**src/design/rename_cfg_pkg.sv**
```systemverilog
/*
 * rename stage configuration
 * sizes shared by the free list, map table, rename queue and top
 */
package rename_cfg_pkg;

    localparam int ren_width  = 2;  // slots renamed per cycle
    localparam int log_regs   = 32; // architectural registers
    localparam int phys_regs  = 48; // physical register file size
    localparam int preg_bits  = 6;  // physical register number width
    localparam int lreg_bits  = 5;  // logical register number width
    localparam int rq_depth   = 4;  // rename queue entries
    localparam int snap_count = 4;  // branch snapshots held
    localparam int tag_bits   = 2;  // branch tag width

endpackage

```
**src/design/rename_types_pkg.sv**
```systemverilog
/*
 * rename stage bundles
 * decode input, commit return, redirect strobe and renamed output
 */
package rename_types_pkg;

    import rename_cfg_pkg::*;

    // one decoded instruction offered to rename
    typedef struct packed {
        logic                 valid;
        logic [15:0]          pc;        // stands in for the decode payload
        logic [lreg_bits-1:0] rd;
        logic [lreg_bits-1:0] rs1;
        logic [lreg_bits-1:0] rs2;
        logic                 is_branch;
        logic [tag_bits-1:0]  br_tag;    // snapshot slot for this branch
    } dec_slot_t;

    // commit return of a superseded mapping
    typedef struct packed {
        logic                 valid;
        logic [preg_bits-1:0] old_preg;
    } com_slot_t;

    // redirect strobe, restores the named snapshot
    typedef struct packed {
        logic                valid;
        logic [tag_bits-1:0] br_tag;
    } redir_t;

    // one renamed instruction as held in the rename queue
    typedef struct packed {
        logic                 valid;
        logic [15:0]          pc;
        logic [lreg_bits-1:0] rd;
        logic [preg_bits-1:0] prd;     // new mapping, 0 for x0
        logic [preg_bits-1:0] prs1;
        logic [preg_bits-1:0] prs2;
        logic [preg_bits-1:0] old_prd; // freed when this one commits
    } ren_slot_t;

endpackage

```
**src/design/free_list.sv**
```systemverilog
/*
 * physical register free list
 * bitmap of free registers, offers the lowest free ones each cycle,
 * keeps per-branch images that commit frees keep up to date
 */
`timescale 1ns/1ps

module free_list (
    input  logic                                                        clk,
    input  logic                                                        rst,
    output logic [rename_cfg_pkg::ren_width-1:0][rename_cfg_pkg::preg_bits-1:0] cand,
    output logic [rename_cfg_pkg::ren_width-1:0]                        cand_ok,
    input  logic [rename_cfg_pkg::ren_width-1:0]                        use_cand,
    input  logic [rename_cfg_pkg::ren_width-1:0]                        snap_en,
    input  logic [rename_cfg_pkg::ren_width-1:0][rename_cfg_pkg::tag_bits-1:0] snap_tag,
    input  rename_types_pkg::com_slot_t [rename_cfg_pkg::ren_width-1:0] com,
    input  rename_types_pkg::redir_t                                    redir
);
    import rename_cfg_pkg::*;

    logic [phys_regs-1:0]                  fl;       // 1 = free
    logic [snap_count-1:0][phys_regs-1:0]  snaps;    // images per branch tag
    logic [ren_width:0][phys_regs-1:0]     step;     // state after each slot
    logic [phys_regs-1:0]                  com_mask; // registers freed this cycle

    // lowest-first search, one candidate after another
    always_comb begin
        logic [phys_regs-1:0] avail;
        avail = fl;
        avail[0] = 1'b0; // preg 0 belongs to x0
        for (int k = 0; k < ren_width; k++) begin
            cand[k] = '0;
            cand_ok[k] = 1'b0;
            for (int p = phys_regs - 1; p >= 0; p--) begin
                if (avail[p]) begin
                    cand[k] = preg_bits'(p);
                    cand_ok[k] = 1'b1;
                end
            end
            if (cand_ok[k]) begin
                avail[cand[k]] = 1'b0;
            end
        end
    end

    // slots consume candidates in order, so step i+1 is the map after slot i
    always_comb begin
        int k;
        k = 0;
        step[0] = fl;
        for (int i = 0; i < ren_width; i++) begin
            step[i+1] = step[i];
            if (use_cand[i]) begin
                step[i+1][cand[k]] = 1'b0;
                k++;
            end
        end
    end

    always_comb begin
        com_mask = '0;
        for (int i = 0; i < ren_width; i++) begin
            if (com[i].valid) begin
                com_mask[com[i].old_preg] = 1'b1;
            end
        end
        com_mask[0] = 1'b0;
    end

    always_ff @(posedge clk) begin
        if (rst) begin
            for (int p = 0; p < phys_regs; p++) begin
                fl[p] <= (p >= log_regs); // identity map owns 0..31
            end
        end else if (redir.valid) begin
            fl <= snaps[redir.br_tag] | com_mask;
        end else begin
            fl <= step[ren_width] | com_mask;
        end
    end

    // a commit free holds in every image, including one captured this cycle
    always_ff @(posedge clk) begin
        for (int s = 0; s < snap_count; s++) begin
            snaps[s] <= snaps[s] | com_mask;
        end
        for (int i = 0; i < ren_width; i++) begin
            if (snap_en[i]) begin
                snaps[snap_tag[i]] <= step[i+1] | com_mask;
            end
        end
    end

endmodule

```
**src/design/map_table.sv**
```systemverilog
/*
 * logical to physical register map
 * per-slot stepped reads give in-group bypass, branch slots save
 * the stepped map and a redirect loads it back
 */
`timescale 1ns/1ps

module map_table (
    input  logic clk,
    input  logic rst,
    // per slot {rs2, rs1, rd}
    input  logic [rename_cfg_pkg::ren_width-1:0][2:0][rename_cfg_pkg::lreg_bits-1:0] src,
    input  logic [rename_cfg_pkg::ren_width-1:0]                                     wr_en,
    input  logic [rename_cfg_pkg::ren_width-1:0][rename_cfg_pkg::preg_bits-1:0]      wr_preg,
    // per slot {prs2, prs1, old_prd}
    output logic [rename_cfg_pkg::ren_width-1:0][2:0][rename_cfg_pkg::preg_bits-1:0] prs,
    input  logic [rename_cfg_pkg::ren_width-1:0]                                     snap_en,
    input  logic [rename_cfg_pkg::ren_width-1:0][rename_cfg_pkg::tag_bits-1:0]       snap_tag,
    input  rename_types_pkg::redir_t                                                 redir
);
    import rename_cfg_pkg::*;

    logic [log_regs-1:0][preg_bits-1:0]                  mt;      // committed-to-rename map
    logic [snap_count-1:0][log_regs-1:0][preg_bits-1:0]  snaps;   // map per branch tag
    logic [ren_width:0][log_regs-1:0][preg_bits-1:0]     mt_step; // map seen by each slot

    // slot i reads mt_step[i], which already holds the writes of slots before it
    always_comb begin
        mt_step[0] = mt;
        mt_step[0][0] = '0;
        for (int i = 0; i < ren_width; i++) begin
            mt_step[i+1] = mt_step[i];
            if (wr_en[i]) begin
                mt_step[i+1][src[i][0]] = wr_preg[i];
            end
            mt_step[i+1][0] = '0; // x0 stays on preg 0
        end
    end

    always_comb begin
        for (int i = 0; i < ren_width; i++) begin
            for (int j = 0; j < 3; j++) begin
                prs[i][j] = mt_step[i][src[i][j]];
            end
        end
    end

    always_ff @(posedge clk) begin
        if (rst) begin
            for (int l = 0; l < log_regs; l++) begin
                mt[l] <= preg_bits'(l); // identity
            end
        end else if (redir.valid) begin
            mt <= snaps[redir.br_tag];
        end else begin
            mt <= mt_step[ren_width];
        end
    end

    // a branch keeps the map as it stands after its own rename
    always_ff @(posedge clk) begin
        for (int i = 0; i < ren_width; i++) begin
            if (snap_en[i]) begin
                snaps[snap_tag[i]] <= mt_step[i+1];
            end
        end
    end

endmodule

```
**src/design/rename_queue.sv**
```systemverilog
/*
 * rename queue
 * in-order circular buffer, two writes and two head reads per cycle,
 * emptied by a flush
 */
`timescale 1ns/1ps

module rename_queue (
    input  logic                                                        clk,
    input  logic                                                        rst,
    input  logic [rename_cfg_pkg::ren_width-1:0]                        push,
    input  rename_types_pkg::ren_slot_t [rename_cfg_pkg::ren_width-1:0] wdata,
    output logic [$clog2(rename_cfg_pkg::rq_depth):0]                   space,
    input  logic [rename_cfg_pkg::ren_width-1:0]                        take,
    output rename_types_pkg::ren_slot_t [rename_cfg_pkg::ren_width-1:0] head,
    input  logic                                                        flush
);
    import rename_cfg_pkg::*;
    import rename_types_pkg::*;

    ren_slot_t [rq_depth-1:0]                    mem;
    logic [$clog2(rq_depth)-1:0]                 front;  // oldest entry
    logic [$clog2(rq_depth):0]                   count;  // entries held
    logic [$clog2(rq_depth):0]                   n_in;
    logic [$clog2(rq_depth):0]                   n_out;
    logic [ren_width-1:0][$clog2(rq_depth)-1:0]  waddr;

    assign space = ($clog2(rq_depth) + 1)'(rq_depth) - count;

    // pushed slots land one after another behind the tail
    always_comb begin
        n_in = '0;
        for (int i = 0; i < ren_width; i++) begin
            waddr[i] = front + $clog2(rq_depth)'(count) + $clog2(rq_depth)'(n_in);
            if (push[i]) begin
                n_in = n_in + 1'b1;
            end
        end
    end

    always_comb begin
        n_out = '0;
        for (int i = 0; i < ren_width; i++) begin
            head[i] = mem[front + $clog2(rq_depth)'(i)];
            if (i >= count) begin
                head[i].valid = 1'b0; // past the tail
            end
            if (take[i] && head[i].valid) begin
                n_out = n_out + 1'b1;
            end
        end
    end

    always_ff @(posedge clk) begin
        for (int i = 0; i < ren_width; i++) begin
            if (push[i]) begin
                mem[waddr[i]] <= wdata[i];
            end
        end
    end

    always_ff @(posedge clk) begin
        if (rst || flush) begin
            front <= '0;
            count <= '0;
        end else begin
            front <= front + $clog2(rq_depth)'(n_out);
            count <= count + n_in - n_out;
        end
    end

endmodule

```
**src/design/rename_top.sv**
```systemverilog
/*
 * rename stage top
 * picks the accepted prefix of decode slots, hands out free registers,
 * builds renamed entries and feeds the rename queue
 */
`timescale 1ns/1ps

module rename_top (
    input  logic                                                        clk,
    input  logic                                                        rst,
    input  rename_types_pkg::dec_slot_t [rename_cfg_pkg::ren_width-1:0] dec,
    output logic [rename_cfg_pkg::ren_width-1:0]                        ready,
    input  rename_types_pkg::com_slot_t [rename_cfg_pkg::ren_width-1:0] com,
    input  rename_types_pkg::redir_t                                    redir,
    output rename_types_pkg::ren_slot_t [rename_cfg_pkg::ren_width-1:0] ren,
    input  logic [rename_cfg_pkg::ren_width-1:0]                        take
);
    import rename_cfg_pkg::*;
    import rename_types_pkg::*;

    logic [ren_width-1:0][preg_bits-1:0]       cand;
    logic [ren_width-1:0]                      cand_ok;
    logic [ren_width-1:0]                      use_cand; // slot takes a new preg
    logic [ren_width-1:0]                      snap_en;
    logic [ren_width-1:0][tag_bits-1:0]        snap_tag;
    logic [ren_width-1:0][2:0][lreg_bits-1:0]  src;
    logic [ren_width-1:0][preg_bits-1:0]       wr_preg;
    logic [ren_width-1:0][2:0][preg_bits-1:0]  prs;
    logic [$clog2(rq_depth):0]                 rq_space;
    ren_slot_t [ren_width-1:0]                 wdata;

    // accept in order until the first slot that cannot go
    always_comb begin
        int  n_acc;
        int  n_alloc;
        logic ok;
        n_acc = 0;
        n_alloc = 0;
        ok = !redir.valid;
        ready = '0;
        use_cand = '0;
        for (int i = 0; i < ren_width; i++) begin
            ok = ok && dec[i].valid && (n_acc < int'(rq_space)) &&
                 ((dec[i].rd == '0) || cand_ok[n_alloc]);
            ready[i] = ok;
            wr_preg[i] = cand[n_alloc]; // next unclaimed candidate
            if (ok) begin
                n_acc++;
                if (dec[i].rd != '0) begin
                    use_cand[i] = 1'b1;
                    n_alloc++;
                end
            end
        end
    end

    always_comb begin
        for (int i = 0; i < ren_width; i++) begin
            src[i][0] = dec[i].rd;
            src[i][1] = dec[i].rs1;
            src[i][2] = dec[i].rs2;
            snap_en[i] = ready[i] && dec[i].is_branch;
            snap_tag[i] = dec[i].br_tag;
            wdata[i].valid = ready[i];
            wdata[i].pc = dec[i].pc;
            wdata[i].rd = dec[i].rd;
            wdata[i].prd = use_cand[i] ? wr_preg[i] : '0;
            wdata[i].prs1 = prs[i][1];
            wdata[i].prs2 = prs[i][2];
            wdata[i].old_prd = prs[i][0];
        end
    end

    free_list u_free_list (
        .clk      (clk),
        .rst      (rst),
        .cand     (cand),
        .cand_ok  (cand_ok),
        .use_cand (use_cand),
        .snap_en  (snap_en),
        .snap_tag (snap_tag),
        .com      (com),
        .redir    (redir)
    );

    map_table u_map_table (
        .clk      (clk),
        .rst      (rst),
        .src      (src),
        .wr_en    (use_cand),
        .wr_preg  (wr_preg),
        .prs      (prs),
        .snap_en  (snap_en),
        .snap_tag (snap_tag),
        .redir    (redir)
    );

    rename_queue u_rename_queue (
        .clk   (clk),
        .rst   (rst),
        .push  (ready),
        .wdata (wdata),
        .space (rq_space),
        .take  (take),
        .head  (ren),
        .flush (redir.valid)
    );

endmodule

```
**config.mk**
```make
export PLATFORM = sky130hd
export DESIGN_NAME = rename_top
export DESIGN_NICKNAME = d
export VERILOG_FILES = /design/src/design/rename_cfg_pkg.sv /design/src/design/rename_types_pkg.sv /design/src/design/free_list.sv /design/src/design/map_table.sv /design/src/design/rename_queue.sv /design/src/design/rename_top.sv
export SDC_FILE = /design/constraint.sdc
export NUM_CORES = 2
export LEC_CHECK = 0
export BUFFER_PORTS_ARGS = -buffer_cell sky130_fd_sc_hd__buf_2
export CORE_UTILIZATION = 36
export DETAILED_ROUTE_END_ITERATION = 7
export PLACE_DENSITY = 0.57
export RECOVER_POWER = 50
export SLEW_MARGIN = 20
export SYNTH_ARGS = -nofsm -noshare
export SYNTH_HDL_FRONTEND = slang
export SYNTH_SLANG_ARGS = --single-unit
export TNS_END_PERCENT = 100
```
**constraint.sdc**
```tcl
create_clock -name clk -period 6 [get_ports clk]
set_clock_uncertainty 0.2 [all_clocks]
set_input_delay 0.3 -clock clk [delete_from_list [all_inputs] [get_ports clk]]
set_output_delay 0.3 -clock clk [all_outputs]
set_load 0.005 [all_outputs]
```
==> reports/results.txt <==
outcome - complete, but fails checks
failing checks - DRC, capacitance limit, slew limit, setup timing
RSZ-0062 raised after global routing - false
mux contribution to synthesized area - 22.0%
met1 usage - 42.7%
M2 GR Usage - 47.0%
Post-route DRC - 4
cells after synthesis - 8622
PD cells - 445 nW/um2
post-route core utilization - 42.3%
Seq/Total Area, Yosys - 35.0%
Starting Density - 36.4%
Vias - 77800
setup ws final - -0.0553 ns
min-delay worst type - in -> reg
routed wire length - 360000 um
P_leak - 31.1 nW
TritonCTS clock tree - built
worst path required time - 6.52 ns
Mean Syn Cell Area - 8.98 um2
Overflow after GRT - 0
Final Hold Vio Count - 0
met3 GRT Util - 10.3%
# rows - 169
1st-pass router iterations - 8
Worst-Margin Slew - 2.70 ns
drt wl/cell - 30.5 um
Mapped Nets - 8724
CP Capture Type - flip-flop
Detailed Route Iter0 Violations - 10600
clock buffer count from CTS - 161
clk buf depth - 3
Sequential Power Share - 38.1%
Num Clock Sinks - 1354
Inst Count DP - 11400
nets - 8920
H-tree levels - 4
Synth Area in Simple Gates - 12.6%
Synth Flop Type - dfxtp_1
largest net degree at the start of global routing - 119
switching share of power - 36.8%
die area - 217000 um2
Slew headroom - -80.5%
final non-filler cell total - 11800
die width - 466 um
Top Ports - 185
initial antenna violation count - 36
internal power - 0.0253 W
share of cells above drive strength 1 - 19.1%
ys async rst share - 0%
clock transition at the registers of the reported paths - 0.06 ns
area fraction in compound gates after synthesis - 25.1%
Gate power share - 36.3%
antenna viol nets, final - 0
clock share of power - 25.6%
Synth cell types - 104
final instance area - 90100 um2
total track usage - 32.1%
port buffer count - 184
Clk Latency, worst-skew pair - 0.86 ns
dpl cell area - 84300 um2
hold slack - 0.0572 ns
max_cap viols - 1
vias in the first global route - 73000
Worst IR Drop VDD - 0.000255 V
Die Height - 466 um
Final Setup Violations - 10
CORE AREA - 213000 um2
FF+latch count, synth - 1354
Data arrival, critical path - 6.57 ns
Net Switching - 0.0148 W
vias per cell - 6.60
CP Max Fanout - 8
first-pass GRT wire length - 519000 um
XOR/XNOR share of the synthesized area - 0.113%
Pins Over Slew Limit - 53
final cycle utilization of the critical path - 101%
f_max - 0.165 GHz
worst setup path class - reg -> reg
Yosys warning count - 0
Tmin final - 6.06 ns
hpwl dp - 243000 um
GRT Max-Usage Layer - met2
synthesis-to-layout area growth - 16.3%
Root Buffer - clkbuf_16
largest family of logic cells by synthesized area - compound AO/OA/AOI/OAI gates
Post-Synth Adder-Cell Area - 0.339%
number of synthesized flops with an enable pin - 0
Cell Area, Synth - 77400 um2
Setup crit start kind - flip-flop
routability congestion estimate from global placement - 1.03
[final cells by class]
class,instances,area (um2)
diodes,21,52.6
clock buffers,243,4760
clock inverters,41,704
fillers,20600,123000
inverters,42,161
multi-input cells,6369,46800
flip-flops and latches,1354,27100
well taps,2821,3530
repair buffers,890,6930
[synthesized netlist by cell type (11+ instances only)]
master,number,share of area [%]
a211oi_1,99,0.96
o31ai_1,24,0.23
o32ai_1,68,0.77
o22ai_1,117,0.95
a22oi_1,62,0.60
o311ai_0,97,1.1
o21a_1,33,0.32
o21ai_1,204,1.3
nor4_1,15,0.12
nand2b_1,32,0.26
a41oi_1,11,0.12
nand4_1,20,0.16
inv_1,38,0.18
a22o_1,14,0.16
and3_1,16,0.13
o2bb2ai_1,24,0.27
mux2i_1,253,3.3
a21oi_1,493,3.2
and2_1,19,0.15
nor2_1,585,2.8
buf_4,27,0.26
nor3_1,115,0.74
clkbuf_1,578,2.8
mux4_2,614,18
a21o_1,18,0.17
dfxtp_1,1354,35
o21ai_0,942,6.1
nand3_1,56,0.36
buf_1,81,0.39
o211ai_1,648,6.3
o311ai_1,12,0.14
maj3_1,11,0.14
buf_2,162,1.0
mux2_2,63,0.92
nand2_1,1336,6.5
nor2b_1,24,0.19
or3_1,24,0.19
a31oi_1,97,0.78
[worst paths after layout]
path | start | end | slack, ns | depth (start not counted)
worst max register to register | u_rename_queue.count[0]$_SDFF_PP0_ | u_rename_queue.mem[93]$_DFF_P_ | -0.06 | 18
worst min register to register | u_map_table.snaps[346]$_DFF_P_ | u_map_table.snaps[346]$_DFF_P_ | 0.27 | 2
worst min-delay path | dec[54] | u_rename_queue.mem[76]$_DFF_P_ | 0.06 | 4
worst max-delay path | u_rename_queue.count[0]$_SDFF_PP0_ | u_rename_queue.mem[93]$_DFF_P_ | -0.06 | 18
[state kept, by name, summed over array words and instances (netlist names)]
register and flops:
u_rename_queue.count 3, u_free_list.fl 47, u_rename_queue.front 2, u_free_list.snaps 188, u_rename_queue.mem 184, u_map_table.mt 186, u_map_table.snaps 744
[cells by family after synthesis]
| family | Yosys count |
|---|---|
| buffers and inverters | 899 |
| XOR/XNOR | 10 |
| flip-flops | 1354 |
| AND/OR/NAND/NOR | 2325 |
| AO/OA/AOI/OAI | 3082 |
| adder cells (fa/ha/maj) | 22 |
| multiplexers | 930 |
[power groups by stage]
| stage | logic (W) | clock network [W] | registers, W |
|---|---|---|---|
| floorplan | 0.00932 | 0 | 0.0144 |
| global placement | 0.0139 | 0 | 0.0151 |
| detailed placement | 0.0142 | 0 | 0.0152 |
| CTS | 0.0143 | 0.0103 | 0.0151 |
| global route | 0.0155 | 0.0107 | 0.0156 |
| finish | 0.0145 | 0.0103 | 0.0153 |
[critical path, cell delays in order (launching register included)]
cell      delay, ns
dfxtp_1        0.47
inv_1          0.11
ha_1           0.21
ha_1           0.27
nand2b_1       0.16
o211a_1        0.28
nand3_1        0.30
clkbuf_1       0.36
nor4_2         0.83
clkbuf_1       0.62
mux2i_1        0.26
buf_4          0.19
mux4_2         0.26
nor2_1         0.05
nor2_1         0.30
o22ai_1        0.25
a211oi_1       0.32
buf_2          0.34
o21ai_0        0.11
[layer usage]
| layer | vias up | wire length, um |
|---|---|---|
| met5 | - | 158 |
| met4 | 22 | 18400 |
| met3 | 997 | 45900 |
| met2 | 5229 | 152000 |
| met1 | 38400 | 143000 |
| li1 | 33100 | - |
[placed cells by master (no fill, tap or decap), types with 24 or more instances in the layout]
cell type and instances:
nor2_1 577, buf_12 67, o21a_1 33, dlygate4sd3_1 78, a31oi_1 96, o31ai_1 30, buf_4 453, a22oi_1 62
nand2_1 1330, a21oi_1 491, clkbuf_8 36, dfxtp_1 1353, nor3_1 114, clkbuf_1 173, o2bb2ai_1 24, inv_1 38
clkbuf_16 164, nand3_1 54, o21ai_0 1006, mux4_2 614, mux2i_1 253, buf_2 104, a211oi_1 99, clkbuf_2 38
mux2_2 59, nand2b_1 31, o22ai_1 116, o211ai_1 648, o21ai_1 144, o311ai_0 98, o32ai_1 67
[through the flow]
step | TNS (ns) | setup WS [ns] | power [W]
finish | -0.287 | -0.0553 | 0.0401
global route | 0 | 0.00549 | 0.0418
CTS | 0 | 0.00170 | 0.0397
detailed placement | 0 | 0.0157 | 0.0294
global placement | -0.581 | -0.109 | 0.0290
floorplan | 0 | 0.707 | 0.0237
[repair_timing]
action / in CTS / in global routing
gates cloned: 0 / 0
endpoints found under the setup margin: 2 / 107
endpoints found under the hold margin: 224 / 0
setup buffers: 0 / 3
pin swaps: 0 / 4
gates resized for setup: 1 / 9
hold buffers: 78 / 0
(Power assumes the default switching activity.)
